**config.mk**
```make
export PLATFORM = sky130hd
export DESIGN_NAME = dcache_ram
export DESIGN_NICKNAME = d
export VERILOG_FILES = /design/src/design/dcache_ram.sv
export SDC_FILE = /design/constraint.sdc
export NUM_CORES = 2
export LEC_CHECK = 0
export BUFFER_PORTS_ARGS = -buffer_cell sky130_fd_sc_hd__buf_2
export CAP_MARGIN = 40
export CORE_UTILIZATION = 35
export CTS_CLUSTER_DIAMETER = 60
export DETAILED_ROUTE_END_ITERATION = 8
export PLACE_DENSITY = 0.47
export REMOVE_ABC_BUFFERS = 1
export SLEW_MARGIN = 30
export SYNTH_ARGS = -nofsm -noshare
export SYNTH_HDL_FRONTEND = slang
export SYNTH_SLANG_ARGS = --single-unit
```
**constraint.sdc**
```tcl
create_clock -name clk -period 4.4 [get_ports clk]
set_input_delay 1.1 -clock clk [delete_from_list [all_inputs] [get_ports clk]]
set_output_delay 1.1 -clock clk [all_outputs]
set_load 0.02 [all_outputs]
```
**src/design/dcache_ram.sv**
```systemverilog
`timescale 1ns/1ns
`default_nettype none

module dcache_ram #(
    parameter int WIDTH = 32,
    parameter int DEPTH = 128,
    parameter int LANES = 4,
    parameter bit CLEAR = 1'b0
) (
    input  logic                     clk,
    input  logic                     rst,
    input  logic [LANES-1:0]         we,
    input  logic [$clog2(DEPTH)-1:0] waddr,
    input  logic [WIDTH-1:0]         wdata,
    input  logic [$clog2(DEPTH)-1:0] raddr,
    output logic [WIDTH-1:0]         rdata
);

    localparam int LANE_WIDTH = WIDTH / LANES;

    logic [WIDTH-1:0] mem [DEPTH];

    always_ff @(posedge clk) begin
        if (CLEAR && rst) begin
            for (int i = 0; i < DEPTH; i++) begin
                mem[i] <= '0;
            end
        end else begin
            for (int l = 0; l < LANES; l++) begin
                if (we[l]) begin
                    mem[waddr][l*LANE_WIDTH +: LANE_WIDTH] <=
                        wdata[l*LANE_WIDTH +: LANE_WIDTH];
                end
            end
        end
    end

    // Registered read returns the contents from before a same-edge write.
    always_ff @(posedge clk) begin
        if (CLEAR && rst) begin
            rdata <= '0;
        end else begin
            rdata <= mem[raddr];
        end
    end

endmodule

`default_nettype wire

```
==> impl_metrics.tcl <==
set metrics [dict create \
    outcome "finished, final reports clean" \
    grt_pass1_wl_um 632400 \
    num-fill-cells 39090 \
    period_share_pct 73.32 \
    synth_top_cells_by_count "edfxtp_1 (4096), mux4_2 (1344), and2_1 (489)" \
    met3_length_um 32850 \
    cts.repair.resized 0 \
    grt_pass1_vias 74890 \
    ys_top_cells_by_area "edfxtp_1 (77%), mux4_2 (19%), and2_1 (1.9%)" \
    skew_ns 0.04849 \
    cts_max_path_buffers 4 \
    synthMostInstantiatedCell "edfxtp_1" \
    slowest_stage "mux4_2" \
    wl_per_cell_um 33.77 \
    firstDrtPassIters 6 \
    hold_viol 0 \
    synth.distinct_cells 23 \
    min_period_ns 3.226 \
    critPathLaunchType "primary input" \
    synth_top_area_share_pct 77.03 \
    ys_ff_latch 4128 \
    synthFlopType "edfxtp_1" \
    synth.cell_area_mm2 0.1597 \
    start_util_pct 35.22 \
    synth_cells 6553 \
    multi_input_area_mm2 0.03455 \
    wl_um 460800 \
    ios 84 \
    clk_pin_slew_worst_paths_ns 0.06 \
    slowest_delay_ns 0.60 \
    syn_area_per_cell_um2 24.37 \
    cts_setup_buffers 0 \
    dp_hpwl_um 313300 \
    arrival_ns 4.11 \
    seqPwrFrac_pct 51.7 \
    die_y_um 677.5 \
    gr-usage-all-layers_pct 19.83 \
    grt_overflow_total 0 \
    maxSlewHeadroom_pct 40.36 \
    wl_met2_um 212100 \
    p_sw_share_pct 21.76 \
    tritoncts.num_buffers 446 \
    cts-root-buf "clkbuf_16" \
    initialDrtViolationCount 8527 \
    rsz0062_at_grt "no" \
    rows 247 \
    top_layer "met5" \
    antenna_found_initial 135 \
    tns_ns 0 \
    portBuffers 82 \
    clock.fmax_mhz 310.0 \
    switching_power_mw 18.34 \
    dr_total_vias 73430 \
    critPathMaxFanout 15 \
    combPwrFrac_pct 5.1 \
    seq_area_mm2 0.1236 \
    worstPathRequired_ns 5.28 \
    setup_viol 0 \
    p_leak_nw 57.83 \
    via_per_inst 5.382 \
    yosysTopAreaCell "edfxtp_1" \
    die_w_um 677.5 \
    tightest_slew_ns 0.8946 \
    drive_above_1_share_pct 34.16 \
    drt-met1-wl_um 200600 \
    cts_tree "built" \
    hp-class "in -> reg" \
    crit_chain "buf_12 > buf_12 > buf_4 > mux4_2 > mux4_2 > mux4_2 > mux2_2" \
    hold_buffers 0 \
    final_nets 7257 \
    place.gp.congestion 0.8820 \
    fp.dieArea_mm2 0.4590 \
    finalMaxSlewViolations 0 \
    powerDensity_mw_per_mm2 454.1 \
    synth-edff-count 4096 \
    core_region_area_mm2 0.4534 \
    peakVddDrop_mv 0.3307 \
    clk_latency_ns 1.01 \
    cts_sinks 4128 \
    htreeDepth 5 \
    drc 0 \
    critPathKind "in -> reg" \
    yosysSeqAreaShare_pct 77.43 \
    p_int_mw 65.94 \
    place_area_mm2 0.1710 \
    ant_nets 0 \
    area_growth_pct 16.22 \
    cp-end-kind "flip-flop" \
    grt_max_degree 129 \
    stdcell_area_mm2 0.1856 \
    maxCapViolations 0 \
    cp_common_cell "mux4_2" \
    async_reset_ff_share_pct 0 \
    p_clk_share_pct 43.2 \
    yosysWarnings 0 \
]
==> critical path, delay by kind of cell <==
family | cells | cell delay, ns
mux | 4 | 2.03
buf+inv | 3 | 0.81
==> logic make-up after synthesis <==
logic type    share of synthesized area [%]
flops                                 77.43
mux                                   19.18
buf+inv                              0.9708
simple gates                          2.422
==> state kept, by name, summed over array words and instances, names as in the netlist <==
signal	cells
mem	4096
rdata	32
==> power groups by stage <==
stage	Clock (mW)	Combinational, mW	Sequential [mW]
3_5_place_dp	0	4.40	44.4
2_1_floorplan	0	1.62	44.4
4_1_cts	37.2	4.40	43.6
6_report	36.4	4.30	43.6
3_3_place_gp	0	4.32	44.4
5_1_grt	38.5	4.55	43.6
==> cell type report <==
class / count / share of cell area (%)
sequential: 4128 / 66.62
multi-input combinational: 2049 / 18.61
clock buffer: 543 / 6.244
tap: 5976 / 4.029
timing repair buffer: 580 / 2.994
clock inverter: 279 / 1.379
antenna: 90 / 0.1214
==> routing by layer <==
layer  up-vias  track usage, %
li1      29560               -
met1     40620           28.56
met2      2608           30.12
met3       637           4.179
met4        15           6.563
met5         -               0
==> path summary, 6_finish.rpt <==
check | from | to | slack (ns) | depth (start not counted)
worst max-delay path | raddr[0] | rdata[19] | 1.17 | 7
worst min-delay path | wdata[22] | mem[116][22] | 0.42 | 1
worst max register to register | mem[101][0] | rdata[0] | 1.90 | 4
worst min register to register | mem[93][15] | rdata[15] | 1.13 | 4
==> metrics by stage <==
stage | setup slack [ns] | power, mW | util (%) | hold WS (ns) | cells
floorplan | 1.250 | 45.99 | - | 1.074 | 6177
global placement | 0.1455 | 48.73 | 37.69 | 1.113 | 12720
detailed placement | 0.1413 | 48.81 | 37.72 | 1.139 | 12730
CTS | 1.228 | 85.16 | 40.84 | 0.3432 | 13550
global route | 1.121 | 86.66 | 40.90 | 0.3857 | 13570
finish | 1.174 | 84.27 | 40.94 | 0.4185 | 13650
==> cells in the final DEF (no fill, tap or decap) <==
| cell | n |
|---|---|
| buf_6 | 7 |
| clkinv_8 | 13 |
| nor4_2 | 1 |
| buf_12 | 86 |
| clkinvlp_4 | 17 |
| mux4_2 | 1344 |
| or3_1 | 1 |
| diode_2 | 90 |
| nor2_2 | 4 |
| inv_8 | 4 |
| nor2_1 | 122 |
| dfxtp_1 | 32 |
| clkbuf_1 | 94 |
| clkinv_16 | 5 |
| nor3b_4 | 2 |
| bufinv_16 | 34 |
| inv_6 | 10 |
| buf_8 | 5 |
| nand3b_1 | 2 |
| clkinv_1 | 106 |
| and3_1 | 25 |
| nor2b_1 | 4 |
| nor3_4 | 1 |
| buf_2 | 39 |
| nand3_1 | 7 |
| nand2_1 | 11 |
| inv_16 | 3 |
| buf_4 | 435 |
| or3b_2 | 2 |
| edfxtp_1 | 4096 |
| clkinv_4 | 6 |
| or2_2 | 1 |
| mux2_2 | 32 |
| clkinv_2 | 81 |
| nand4_1 | 1 |
| buf_16 | 8 |
| clkbuf_16 | 449 |
| and2_1 | 489 |
Note: power is estimated with default switching activity, not from simulation.
