<file path="config.mk">
export PLATFORM = sky130hd
export DESIGN_NAME = dcache_write_ctrl
export DESIGN_NICKNAME = d
export VERILOG_FILES = /design/src/design/dcache_pkg.sv /design/src/design/dcache_write_ctrl.sv
export VERILOG_INCLUDE_DIRS = /design/src /design/src/design
export SDC_FILE = /design/constraint.sdc
export NUM_CORES = 1
export LEC_CHECK = 0
export ABC_CLOCK_PERIOD_IN_PS = 1100
export BUFFER_PORTS_ARGS = -buffer_cell sky130_fd_sc_hd__buf_4
export CAP_MARGIN = 0
export CORE_AREA = 2 2 263 265
export DETAILED_ROUTE_END_ITERATION = 8
export DIE_AREA = 0 0 265 267
export PLACE_DENSITY_LB_ADDON = 0.25
export SLEW_MARGIN = 20
export SYNTH_ARGS = -nofsm -noshare
export SYNTH_HDL_FRONTEND = slang
export SYNTH_SLANG_ARGS = --single-unit
export TNS_END_PERCENT = 1
</file>
<file path="constraint.sdc">
create_clock -name vclk -period 1.1
set_clock_uncertainty 0.05 [all_clocks]
set_input_delay 0.11 -clock vclk [all_inputs]
set_output_delay 0.11 -clock vclk [all_outputs]
set_load 0.02 [all_outputs]
</file>
<file path="src/design/dcache_consts.svh">
`ifndef DCACHE_CONSTS_SVH
`define DCACHE_CONSTS_SVH

// Word and address widths.
`define DC_ADDR_WIDTH     32
`define DC_DATA_WIDTH     32
`define DC_BYTE_LANES     4

// Line geometry.
`define DC_WORDS          8
`define DC_WORD_SEL_WIDTH 3
`define DC_BYTE_SEL_WIDTH 2
`define DC_LINE_WIDTH     256

// Set geometry, two ways of 128 sets.
`define DC_INDEX_WIDTH    7
`define DC_SETS           128
`define DC_TAG_WIDTH      20
`define DC_WAYS           2

// Operation codes, held for the whole action cycle.
`define DC_OP_WIDTH       2
`define DC_OP_IDLE        2'd0
`define DC_OP_LOAD        2'd1
`define DC_OP_STORE       2'd2
`define DC_OP_REFILL      2'd3

`endif
</file>
<file path="src/design/dcache_pkg.sv">
`default_nettype none

`include "dcache_consts.svh"

package dcache_pkg;

    // Address split, tag in the upper bits.
    typedef struct packed {
        logic [`DC_TAG_WIDTH-1:0]      tag;
        logic [`DC_INDEX_WIDTH-1:0]    index;
        logic [`DC_WORD_SEL_WIDTH-1:0] word_sel;
        logic [`DC_BYTE_SEL_WIDTH-1:0] byte_sel;
    } cache_addr_fields_t;

    // Same 32 bits seen flat or as fields.
    typedef union packed {
        logic [`DC_ADDR_WIDTH-1:0] flat;
        cache_addr_fields_t        fields;
    } cache_addr_u;

endpackage

`default_nettype wire

</file>
<file path="src/design/dcache_write_ctrl.sv">
`timescale 1ns/1ns
`default_nettype none

`include "dcache_consts.svh"

module dcache_write_ctrl (
    input  logic [`DC_OP_WIDTH-1:0]                                op,
    input  dcache_pkg::cache_addr_u                                ad,
    input  logic [`DC_BYTE_LANES-1:0]                              byte_en,
    input  logic [`DC_DATA_WIDTH-1:0]                              store_data,
    input  logic [`DC_LINE_WIDTH-1:0]                              refill_data,
    input  logic                                                   select_way,
    input  logic [`DC_WAYS-1:0]                                    way_hit,
    output logic [`DC_WAYS-1:0][`DC_WORDS-1:0][`DC_BYTE_LANES-1:0] word_we,
    output logic [`DC_LINE_WIDTH-1:0]                              line_wdata,
    output logic [`DC_WAYS-1:0]                                    tag_we,
    output logic [`DC_WAYS-1:0]                                    valid_we,
    output logic [`DC_WAYS-1:0]                                    dirty_we,
    output logic [`DC_TAG_WIDTH-1:0]                               tag_wdata,
    output logic                                                   valid_wdata,
    output logic                                                   dirty_wdata
);

    import dcache_pkg::*;

    logic store_way;
    logic is_refill;

    assign store_way = way_hit[1];
    assign is_refill = (op == `DC_OP_REFILL);

    // Store word is copied to every word slot; lane enables pick the target.
    assign line_wdata  = is_refill ? refill_data : {`DC_WORDS{store_data}};
    assign tag_wdata   = ad.fields.tag;
    assign valid_wdata = 1'b1;
    assign dirty_wdata = (op == `DC_OP_STORE);

    always_comb begin
        word_we  = '0;
        tag_we   = '0;
        valid_we = '0;
        dirty_we = '0;
        case (op)
            `DC_OP_STORE: begin
                // Missing store writes nothing.
                if (|way_hit) begin
                    word_we[store_way][ad.fields.word_sel] = byte_en;
                    dirty_we[store_way] = 1'b1;
                end
            end
            `DC_OP_REFILL: begin
                word_we[select_way]  = '1;
                tag_we[select_way]   = 1'b1;
                valid_we[select_way] = 1'b1;
                dirty_we[select_way] = 1'b1;
            end
            default: begin
                // Load and idle.
                word_we  = '0;
                tag_we   = '0;
                valid_we = '0;
                dirty_we = '0;
            end
        endcase
    end

endmodule

`default_nettype wire

</file>
==> results.ini <==
[final_layout]
multiInputGateArea_um2=3260
num-fill-cells=7732
seq_cells=0
final-instance-count-excl-fill=2010
seq_area_um2=0
drive_gt1_share_pct=72.6
syn_to_final_growth_pct=213
clock_buffers=0
layout.nets=1454

[floorplan]
fp.dieW_um=265
die_area_um2=70800
die_h_um=267
rows=96
core_um2=68000
start_util_pct=5.11
pin_count=677

[run_status]
violations=negative setup slack
outcome=finished with violations

[sta]
worst_pin_slew_ns=0.508
clock.fmax_mhz=702
hold_viol=0
period_share_pct=129
setup_slack_ns=-0.324
fin_crit_ns=1.42
slew_violations=0
grt_setup_unrepaired=yes
final-setup-viol-count=324
slew_headroom_pct=66.1

[routing]
detailroute.via_count=6636
wl_met3_um=3250
drtPass1Iterations=4
ant_nets=0
drc=0
met2WireLength_um=18700
wl_met1_um=13000
wire_per_inst_um=18.0
highest_layer=met5
drtIter0Drc=189
drt-total-wl_um=36300
viasPerCell=3.30

[logic_synthesis]
yosysSeqAreaShare_pct=0
synth_warnings=0
synth_nets=788
netlist_instances=459
synth_area_um2=3470
syn-mean-instance-area_um2=7.56
ys_types=22

[pwr]
leakagePower_nw=6.25
p_switching_mw=2.90
ir_worst_vdd_uv=227
power_frac_comb_pct=100.0
p_int_mw=2.98
clkPwrFrac_pct=0
cellPowerDensity_nw_per_um2=541
p_seq_share_pct=0
swShare_pct=49.3

[setup_path]
end_kind=output pin
crit_arrival_ns=1.26
path_buf_inv=3
critPathMaxFanout=7
cp_top_family=simple AND/OR/NAND/NOR gates
critPathMaxStageDelay_ns=0.58
worstPathCellList=buf_8, or4b_4, buf_12, o21ai_2, buf_6
worst_path_max_delay_cell=or4b_4
start_kind=input pin
cp.required_ns=0.94
critical_path_class=in2out

[place]
dp_hpwl_um=31300
numPortBuffers=627
pre_cts_ws_ns=-0.510
globalplace.congestion=0.887
placed_cells=1998

[grt]
grt-ovfl-total=0
grt_usage_pct=9.21
grt_pass1_wl_um=47800
grt_pass1_vias=6928
antenna_found_initial=8
grt_max_degree=34

[run]
cap_viol_max_count=0

[min_path]
hp-class=in2out

cells in the mapped netlist, drive strengths merged:
| cell type | number | area (um^2) |
|---|---|---|
| o21ai | 64 | 350 |
| nand4 | 1 | 6.26 |
| and2 | 1 | 6.26 |
| or4b | 2 | 23.8 |
| nand4b | 8 | 70.1 |
| buf | 64 | 537 |
| a21o | 257 | 1930 |
| inv | 2 | 7.51 |
| conb | 1 | 3.75 |
| nand3b | 5 | 37.5 |
| clkbuf | 9 | 33.8 |
| nand2 | 1 | 3.75 |
| nand4bb | 10 | 113 |
| a21boi | 32 | 338 |
| nor2b | 1 | 6.26 |
| nand3 | 1 | 5.00 |
path summary, 6_finish.rpt:
kind / startpoint / endpoint / cells after the start
hold / removal: ad[24] / tag_wdata[12] / 0
setup / recovery: ad[4] / word_we[7] / 5
kinds of logic (layout without fill, tap and decap cells):
logic type      count (synthesis)  in the layout  synth area share (%)
buf+inv                        75            739                  16.7
simple gates                   30             30                  7.82
compound gates                353            353                  75.4
other cells                     1              6                 0.108
through the flow:
stage / hold slack (ns) / instance area (um^2) / utilization (%) / total power [mW] / TNS, ns
after detailed placement: 0.170 / 9790 / 14.4 / 5.41 / -105.63
final: 0.170 / 10900 / 16.0 / 5.88 / -62.60
after CTS: 0.170 / 10600 / 15.6 / 5.86 / -70.52
after floorplan: 0.283 / 3510 / - / 2.52 / -26.90
after global routing: 0.170 / 10900 / 16.0 / 6.19 / -77.68
after global placement: 0.170 / 9790 / 14.4 / 5.43 / -105.44
cell usage in the layout, fill, tap and decap left out:
master     instances
diode_2            5
nand4_1            1
or4b_4             2
buf_6            149
o21ai_1           27
nand4b_1           8
a21o_4             2
buf_8              5
nand4bb_1          7
nand4bb_2          2
nand4bb_4          1
a21boi_2          16
nor2b_1            1
inv_1              2
a21boi_4          16
buf_12            22
buf_16             3
nand3_2            1
nand2_1            1
nand3b_1           5
and2_4             1
buf_4            557
bufbuf_16          1
a21o_1           255
o21ai_2           29
conb_1             1
o21ai_4            8
layer usage:
metal	vias up	global-route usage [%]
met4	4	3.27
met5	-	0
met1	3081	9.59
met2	448	17.7
met3	46	2.38
li1	3057	-
power groups by stage:
stage	Combinational [mW]	Clock (mW)	Sequential, mW
finish	5.88	0.000000611	0
global route	6.19	0.000000609	0
detailed placement	5.41	0	0
CTS	5.86	0	0
global placement	5.43	0	0
floorplan	2.52	0	0
area by class of cell:
| cell class | instances | share of cell area, % |
|---|---|---|
| repair buffers | 737 | 59.7 |
| multi-input cells | 384 | 30.0 |
| well taps | 882 | 10.2 |
| diodes | 5 | 0.115 |
| inverters | 2 | 0.0691 |
repair_timing:
action / 4_1_cts / 5_1_grt
hold buffers: 0 / 0
endpoints found under the setup margin: 327 / 326
buffers inserted: 4 / 0
gates resized for setup: 165 / 60
gates cloned: 3 / 0
pin swaps: 51 / 21
Note: power is estimated with default switching activity, not from simulation.
