==> src/design/dcache_consts.svh <==
`ifndef DCACHE_CONSTS_SVH
`define DCACHE_CONSTS_SVH

// Word and address widths.
`define DC_ADDR_WIDTH     32
`define DC_DATA_WIDTH     32
`define DC_BYTE_LANES     4

// Line geometry.
`define DC_WORDS          8
`define DC_WORD_SEL_WIDTH 3
`define DC_BYTE_SEL_WIDTH 2
`define DC_LINE_WIDTH     256

// Set geometry, two ways of 128 sets.
`define DC_INDEX_WIDTH    7
`define DC_SETS           128
`define DC_TAG_WIDTH      20
`define DC_WAYS           2

// Operation codes, held for the whole action cycle.
`define DC_OP_WIDTH       2
`define DC_OP_IDLE        2'd0
`define DC_OP_LOAD        2'd1
`define DC_OP_STORE       2'd2
`define DC_OP_REFILL      2'd3

`endif
==> src/design/dcache_pkg.sv <==
`default_nettype none

`include "dcache_consts.svh"

package dcache_pkg;

    // Address split, tag in the upper bits.
    typedef struct packed {
        logic [`DC_TAG_WIDTH-1:0]      tag;
        logic [`DC_INDEX_WIDTH-1:0]    index;
        logic [`DC_WORD_SEL_WIDTH-1:0] word_sel;
        logic [`DC_BYTE_SEL_WIDTH-1:0] byte_sel;
    } cache_addr_fields_t;

    // Same 32 bits seen flat or as fields.
    typedef union packed {
        logic [`DC_ADDR_WIDTH-1:0] flat;
        cache_addr_fields_t        fields;
    } cache_addr_u;

endpackage

`default_nettype wire

==> src/design/dcache_lookup.sv <==
`timescale 1ns/1ns
`default_nettype none

`include "dcache_consts.svh"

module dcache_lookup (
    input  dcache_pkg::cache_addr_u                  pa,
    input  logic                                     select_way,
    input  logic [`DC_WAYS-1:0][`DC_LINE_WIDTH-1:0]  rline,
    input  logic [`DC_WAYS-1:0][`DC_TAG_WIDTH-1:0]   rtag,
    input  logic [`DC_WAYS-1:0]                      rvalid,
    input  logic [`DC_WAYS-1:0]                      rdirty,
    output logic [`DC_WAYS-1:0]                      way_hit,
    output logic                                     hit,
    output logic [`DC_DATA_WIDTH-1:0]                load_data,
    output logic [`DC_LINE_WIDTH-1:0]                victim_line,
    output logic                                     victim_valid,
    output logic                                     victim_dirty
);

    import dcache_pkg::*;

    logic [`DC_WORDS-1:0][`DC_DATA_WIDTH-1:0] way0_words;
    logic [`DC_WORDS-1:0][`DC_DATA_WIDTH-1:0] way1_words;

    // Tag compare against the physical address.
    always_comb begin
        for (int w = 0; w < `DC_WAYS; w++) begin
            way_hit[w] = rvalid[w] && (rtag[w] == pa.fields.tag);
        end
    end

    assign hit = |way_hit;

    assign way0_words = rline[0];
    assign way1_words = rline[1];

    always_comb begin
        case (way_hit)
            2'b01: begin
                load_data = way0_words[pa.fields.word_sel];
            end
            2'b10: begin
                load_data = way1_words[pa.fields.word_sel];
            end
            default: begin
                load_data = way0_words[0];
            end
        endcase
    end

    // Victim follows the way picked for replacement, not the hit way.
    assign victim_line  = rline[select_way];
    assign victim_valid = rvalid[select_way];
    assign victim_dirty = rdirty[select_way];

endmodule

`default_nettype wire

==> config.mk <==
export PLATFORM = sky130hd
export DESIGN_NAME = dcache_lookup
export DESIGN_NICKNAME = d
export VERILOG_FILES = /design/src/design/dcache_pkg.sv /design/src/design/dcache_lookup.sv
export VERILOG_INCLUDE_DIRS = /design/src /design/src/design
export SDC_FILE = /design/constraint.sdc
export NUM_CORES = 1
export LEC_CHECK = 0
export ABC_CLOCK_PERIOD_IN_PS = 5960
export BUFFER_PORTS_ARGS = -buffer_cell sky130_fd_sc_hd__clkbuf_2
export CAP_MARGIN = 20
export CORE_AREA = 2 2 342 344
export DETAILED_ROUTE_END_ITERATION = 7
export DIE_AREA = 0 0 344 346
export GPL_ROUTABILITY_DRIVEN = 0
export PLACE_DENSITY_LB_ADDON = 0.12
export SLEW_MARGIN = 40
export SYNTH_ARGS = -nofsm -noshare
export SYNTH_HDL_FRONTEND = slang
export SYNTH_SLANG_ARGS = --single-unit
==> constraint.sdc <==
create_clock -name vclk -period 5.96
set_clock_uncertainty 0.1 [all_clocks]
set_input_delay 1.192 -clock vclk [all_inputs]
set_output_delay 1.192 -clock vclk [all_outputs]
set_load 0.05 [all_outputs]
==> impl_metrics.json, run 1 <==
{
  "finalSetupViolCount": 0,
  "syn-cell-area_um2": 8040,
  "cp_num_cells": 12,
  "cts_hold_buffers": 0,
  "avgSynthCellArea_um2": 9.76,
  "hold_violations": 0,
  "grt_setup_unrepaired": "false",
  "antenna_left": 0,
  "detailed_place_hpwl_um": 64200,
  "viasPerCell": 3.45,
  "area_growth_syn_to_layout_pct": 79.4,
  "num_rows": 125,
  "clock_buffers": 0,
  "critPathSlowestCell": "ha_4",
  "min_period_ns": 5.38,
  "worst_pin_slew_ns": 0.799,
  "cp-start-kind": "primary input",
  "critical_path.max_stage_delay_ns": 0.41,
  "post-route-util": 0.125,
  "initial_core_util": 0.0696,
  "die_x_um": 344,
  "chipHeight_um": 346,
  "path_cells": "clkbuf_2, xnor2_1, nand4_1, nor4_1, nand4_1, ha_4, and2_2, buf_4, buf_4, nand3_1, o221ai_1, buf_12",
  "ys.warnings.count": 0,
  "cp.arrival_ns": 4.08,
  "grt_antenna_before_repair": 6,
  "drive_gt1_frac": 0.737,
  "min_period_over_period": 0.902,
  "slew_violations": 0,
  "io_pins": 882,
  "totalWireLength_um": 73300,
  "grt.overflow.total": 0,
  "dr.pass1.iters": 5,
  "io_buffer_count": 873,
  "num-fill-cells": 13400,
  "cp_max_fo": 10,
  "ys_seq_area_frac": 0,
  "vias": 11000,
  "max_cap_violations": 0,
  "grt_max_degree": 73,
  "cp-end-kind": "output pin",
  "regArea_um2": 0,
  "max-slew-margin-rel": 0.467,
  "grt.total_usage": 0.114,
  "crit_type": "in2out",
  "max_freq_mhz": 186,
  "syn_inst": 823,
  "synth_nets": 1415,
  "cts_resized": 0,
  "grt_pass1_wl_um": 95200,
  "cp_top_family": "simple AND/OR/NAND/NOR gates",
  "wl_per_cell_um": 23.0,
  "grt_pass1_vias": 11800,
  "multi_input_area_um2": 7380,
  "cts_setup_buffers": 0,
  "nets": 2247,
  "design.seq.count": 0,
  "timing.setup.tns_ns": 0,
  "status": "completed",
  "die_area_um2": 119000,
  "hold_class": "in2out",
  "cp.required_ns": 4.67,
  "drc": 0,
  "worst-path-buf-inv": 4,
  "drt_iter0_drc": 481,
  "hold_depth": 4,
  "synth_cell_types": 27,
  "fp.coreArea_um2": 115000
}
-- worst paths after layout --
check / end / from / slack (ns)
hold / removal: victim_line[26] / rline[282] / 2.73
setup / recovery: load_data[9] / pa[31] / 0.58
-- layer usage --
metal,wire length (um),GRT usage,vias to the layer above
li1,-,-,4979
met4,492,0.00763,2
met2,39200,0.220,557
met1,29200,0.135,5409
met3,4360,0.0181,26
met5,9,0,-
-- cells by family after synthesis --
family | share of synthesized area
mux | 0.701
simple gates | 0.0486
fa+ha+maj | 0.00467
buf+inv | 0.0872
xor+xnor | 0.0436
compound gates | 0.115
-- cells in the mapped netlist --
cell type | count | area (um2)
xor2_1 | 8 | 70.1
inv_1 | 30 | 113
buf_6 | 11 | 124
clkbuf_1 | 22 | 82.6
nor2b_1 | 2 | 12.5
mux4_2 | 63 | 1420
nand4_1 | 8 | 50.1
o21ai_0 | 28 | 140
buf_4 | 3 | 22.5
a22oi_1 | 64 | 480
xnor2_1 | 32 | 280
and4_1 | 2 | 17.5
mux2i_1 | 160 | 1600
mux4_1 | 1 | 26.3
o221ai_1 | 28 | 245
mux2_2 | 230 | 2590
o21ai_1 | 4 | 20.0
buf_2 | 41 | 205
nor2_1 | 1 | 3.75
nand2_1 | 30 | 113
buf_8 | 10 | 150
ha_1 | 3 | 37.5
and2_1 | 3 | 18.8
nor4_1 | 4 | 25.0
nand3_1 | 30 | 150
buf_1 | 1 | 3.75
a32oi_1 | 4 | 35.0
-- layout by cell type, fill, tap and decap left out, types with 2 or more instances in the layout --
cell type / netlist / routed
clkbuf_2: 0 / 858
xor2_1: 8 / 8
a32oi_1: 4 / 4
a22oi_1: 64 / 64
ha_1: 3 / 2
nand3_1: 30 / 30
nor2b_4: 0 / 2
xnor2_1: 32 / 32
diode_2: 0 / 7
buf_12: 0 / 19
buf_8: 10 / 2
mux2i_1: 160 / 160
mux4_2: 63 / 63
inv_1: 30 / 30
o21ai_0: 28 / 28
nor4_1: 4 / 4
nand4_1: 8 / 8
buf_4: 3 / 39
o21ai_1: 4 / 4
mux2_2: 230 / 230
nand2_1: 30 / 29
o221ai_1: 28 / 27
and4_1: 2 / 2
-- stage by stage --
step                worst slack (ns)  cells  hold slack [ns]  area (um2)
CTS                            0.359   3177             2.73       14400
global placement               0.362   3177             2.74       14400
detailed placement             0.382   3177             2.73       14400
floorplan                      0.892    823             2.58        8040
global route                   0.275   3179             2.75       14400
finish                         0.585   3184             2.73       14400
-- area by class of cell --
type,count,share of cell area
antenna,7,0.00121
inverter,30,0.00781
multi-input combinational,705,0.512
tap,1524,0.132
timing repair buffer,918,0.347
==> run 2, diff against run 1 <==
--- a/config.mk
+++ b/config.mk
@@ -11,5 +11,5 @@
 export CAP_MARGIN = 20
-export CORE_AREA = 2 2 342 344
+export CORE_AREA = 2 2 348 350
 export DETAILED_ROUTE_END_ITERATION = 7
-export DIE_AREA = 0 0 344 346
+export DIE_AREA = 0 0 350 352
 export GPL_ROUTABILITY_DRIVEN = 0
==> constraint.sdc (replaced) <==
create_clock -name vclk -period 5.96
set_clock_uncertainty 0.1 [all_clocks]
set_input_delay 0 -clock vclk [all_inputs]
set_output_delay 0 -clock vclk [all_outputs]
set_load 0.05 [all_outputs]
==> run 2 against run 1 <==
Effect of this change: hold slack worse by 2.4 ns; cell count rose by 1.9%; wire length grew 5.9%; die area rose by 3.5%; critical path depth down 2; sequential share of layout area unchanged.
==> impl_metrics.json, run 2 (same netlist as run 1, synthesis figures left out) <==
{
  "dpl_cell_area_um2": 14100,
  "fp.coreArea_um2": 119000,
  "grt.total_usage": 0.117,
  "io_pins": 882,
  "max_cap_violations": 0,
  "post-route-util": 0.118,
  "path_cells": "clkbuf_2, xnor2_1, nand4_1, nor4_1, nand4_1, ha_4, nand2_2, buf_4, o221ai_1, clkbuf_2",
  "grt_setup_unrepaired": "false",
  "final_common_cell": "clkbuf_2",
  "num_rows": 127,
  "antenna_left": 0,
  "crit_type": "in2out",
  "grt_antenna_before_repair": 8,
  "wl_per_cell_um": 23.9,
  "worst-path-buf-inv": 3,
  "cts_hold_buffers": 0,
  "dp_slack_ns": 2.01,
  "p_leak_nw": 6.62,
  "cp_max_fo": 20,
  "cp.required_ns": 5.86,
  "finalSetupViolCount": 0,
  "chipHeight_um": 352,
  "layout.cells.non_filler": 3244,
  "setup_ws_ns": 2.25,
  "worst_pin_slew_ns": 0.861,
  "num-fill-cells": 13900,
  "vias": 11000,
  "detailed_place_hpwl_um": 68500,
  "slew_violations": 0,
  "critPathSlowestCell": "ha_4",
  "initial_core_util": 0.0673,
  "p_per_area_nw_per_um2": 113,
  "totalWireLength_um": 77600,
  "hold_violations": 0,
  "regArea_um2": 0,
  "fin_area_um2": 14100,
  "critical_path.max_stage_delay_ns": 0.60,
  "layout_common_cells": "869 x clkbuf_2, 230 x mux2_2, 160 x mux2i_1",
  "clock_buffers": 0,
  "grt_pass1_vias": 12000,
  "nets": 2224,
  "area_growth_syn_to_layout_pct": 75.8,
  "max-slew-margin-rel": 0.426,
  "status": "completed",
  "cp-start-kind": "primary input",
  "cts_resized": 0,
  "irDropWorstVdd_mv": 0.0501,
  "hold_class": "in2out",
  "drt_iter0_drc": 547,
  "grt_pass1_wl_um": 101000,
  "die_area_um2": 123000,
  "io_buffer_count": 873,
  "min_period_ns": 3.71,
  "place_inst": 3241,
  "drive_gt1_frac": 0.734,
  "timing.setup.tns_ns": 0,
  "drc": 0,
  "grt_max_degree": 149,
  "min_period_over_period": 0.622,
  "grt.overflow.total": 0,
  "cts_setup_buffers": 0,
  "crit_start": "pa[20]",
  "max_freq_mhz": 270,
  "viasPerCell": 3.40,
  "whs_ns": 0.351,
  "min-delay-start": "rline[260]",
  "cp_top_family": "simple AND/OR/NAND/NOR gates",
  "dr.pass1.iters": 6,
  "design.seq.count": 0,
  "cp-end-kind": "output pin",
  "die_x_um": 350,
  "cp.arrival_ns": 3.61,
  "total_power_mw": 1.60
}
==> run 2: report_power, final <==
part           leakage [nW]  internal (mW)  switching [mW]
Combinational          6.62          0.522            1.08
Sequential                0              0               0
Clock             0.0000127   0.0000000398               0
==> run 2: worst paths after layout <==
check        endpoint  slack (ns)  cells past startpoint
min    victim_line[4]        0.35                      4
max     load_data[27]        2.25                     10
==> run 2: layout make-up <==
type                       count  area, um2  share of cell area
antenna                        2       5.00            0.000354
multi-input combinational    705       7390               0.523
inverter                      30        113             0.00797
tap                         1612       2020               0.143
timing repair buffer         895       4600               0.326
==> run 2: per-layer routing <==
| layer | vias up | part of all wire | wire length (um) | global-route usage |
|---|---|---|---|---|
| met3 | 15 | 0.060 | 4670 | 0.0196 |
| met2 | 525 | 0.52 | 40300 | 0.220 |
| li1 | 4916 | - | - | - |
| met1 | 5579 | 0.42 | 32300 | 0.145 |
| met4 | 6 | 0.0032 | 246 | 0.00379 |
| met5 | - | 0.00053 | 41 | 0 |
No activity file was read; power rests on OpenSTA's default activity.
==> run 3, diff against run 2 <==
Settings changed: ABC_CLOCK_PERIOD_IN_PS 5960 to 3750.
Clock period 5.96 ns to 3.75 ns, I/O delays scaled along.
==> run 3 against run 2 <==
Effect of this change: wire length increased by 1.7%; cell count increased by 0.83%; die area unchanged; flip-flop and latch count unchanged; highest routed layer unchanged.
==> impl_metrics.json, run 3 (same netlist as run 1, synthesis figures left out) <==
{
  "layout.cells.non_filler": 3271,
  "worst_pin_slew_ns": 0.799,
  "antenna_left": 0,
  "drc": 0,
  "detailed_place_hpwl_um": 69200,
  "hold_violations": 0,
  "combPwrFrac": 1.000,
  "io_pins": 882,
  "totalWireLength_um": 78900,
  "chipHeight_um": 352,
  "switchingPower_mw": 1.73,
  "grt_max_degree": 80,
  "design.seq.count": 0,
  "die_x_um": 350,
  "max_cap_violations": 0,
  "post-route-util": 0.122,
  "num_rows": 127,
  "dr.pass1.iters": 6,
  "p_int_mw": 0.866,
  "slew_violations": 0,
  "crit_type": "in2out",
  "vias": 11200,
  "place_inst": 3263,
  "p_leak_nw": 6.80,
  "regArea_um2": 0,
  "seqPwrFrac": 0,
  "drt_iter0_drc": 614,
  "grt_pass1_vias": 12200,
  "min_period_over_period": 0.761,
  "min_period_ns": 2.86,
  "cts_setup_buffers": 0,
  "cts_hold_buffers": 0,
  "grt.overflow.total": 0,
  "area_growth_syn_to_layout_pct": 80.7,
  "fin_area_um2": 14500,
  "swShare": 0.666,
  "viasPerCell": 3.42,
  "max-slew-margin-rel": 0.467,
  "cp-start-kind": "primary input",
  "cp_max_fo": 28,
  "dpl_cell_area_um2": 14500,
  "max_freq_mhz": 350,
  "layout_common_cells": "860 x clkbuf_2, 230 x mux2_2, 160 x mux2i_1",
  "dp_slack_ns": 0.763,
  "cp.required_ns": 3.65,
  "drive_gt1_frac": 0.737,
  "finalSetupViolCount": 0,
  "final_common_cell": "clkbuf_2",
  "status": "completed",
  "total_power_mw": 2.60,
  "p_per_area_nw_per_um2": 179,
  "grt_setup_unrepaired": "false",
  "timing.setup.tns_ns": 0,
  "grt.total_usage": 0.120,
  "num-fill-cells": 13900,
  "cp.arrival_ns": 2.76,
  "die_area_um2": 123000,
  "whs_ns": 0.341,
  "nets": 2246,
  "cp-end-kind": "output pin",
  "grt_antenna_before_repair": 11,
  "initial_core_util": 0.0673,
  "io_buffer_count": 873,
  "wl_per_cell_um": 24.1,
  "grt_pass1_wl_um": 103000,
  "hold_class": "in2out",
  "clock_buffers": 0,
  "cts_resized": 0,
  "setup_ws_ns": 0.895,
  "fp.coreArea_um2": 119000,
  "p_clk_frac": 0,
  "irDropWorstVdd_mv": 0.0840
}
## run 3: changes by cell type in the layout (fill, tap and decap cells not counted)
cell and delta:
and2_4 -1, buf_4 +15, and2_1 +1, diode_2 +5, buf_12 +16, clkbuf_2 -9
## run 3: power groups by stage
| stage | clock, mW | combinational, mW | sequential [mW] |
|---|---|---|---|
| 6_report | 0.000000187 | 2.59 | 0 |
| 5_1_grt | 0.000000107 | 2.72 | 0 |
| 4_1_cts | 0 | 2.64 | 0 |
| 3_5_place_dp | 0 | 2.63 | 0 |
| 3_3_place_gp | 0 | 2.63 | 0 |
| 2_1_floorplan | 0 | 1.60 | 0 |
## run 3: per-layer routing
| metal | part of all wire | GRT usage | vias up | wire, um |
|---|---|---|---|---|
| li1 | - | - | 4974 | - |
| met1 | 0.42 | 0.147 | 5623 | 33100 |
| met2 | 0.51 | 0.222 | 557 | 40200 |
| met3 | 0.058 | 0.0200 | 42 | 4570 |
| met4 | 0.013 | 0.0124 | 6 | 1020 |
| met5 | 0.00058 | 0 | - | 46 |
## run 3: critical path, cell delays in order
cell      delay, ns
clkbuf_2       0.10
xnor2_1        0.18
nand4_1        0.18
nor4_1         0.40
nand4_1        0.27
ha_4           0.38
buf_4          0.55
o221ai_2       0.40
buf_12         0.26
## run 3: worst paths after layout
check / startpoint / endpoint / slack, ns / cells past startpoint
worst max-delay path: pa[20] / load_data[18] / 0.89 / 9
worst min-delay path: rline[259] / victim_line[3] / 0.34 / 4
## run 3: final cells by class
class              count  area, um2  area share
diodes                 7       17.5     0.00121
inverters             30        113     0.00775
multi-input cells    705       7380       0.508
well taps           1612       2020       0.139
repair buffers       917       4990       0.344
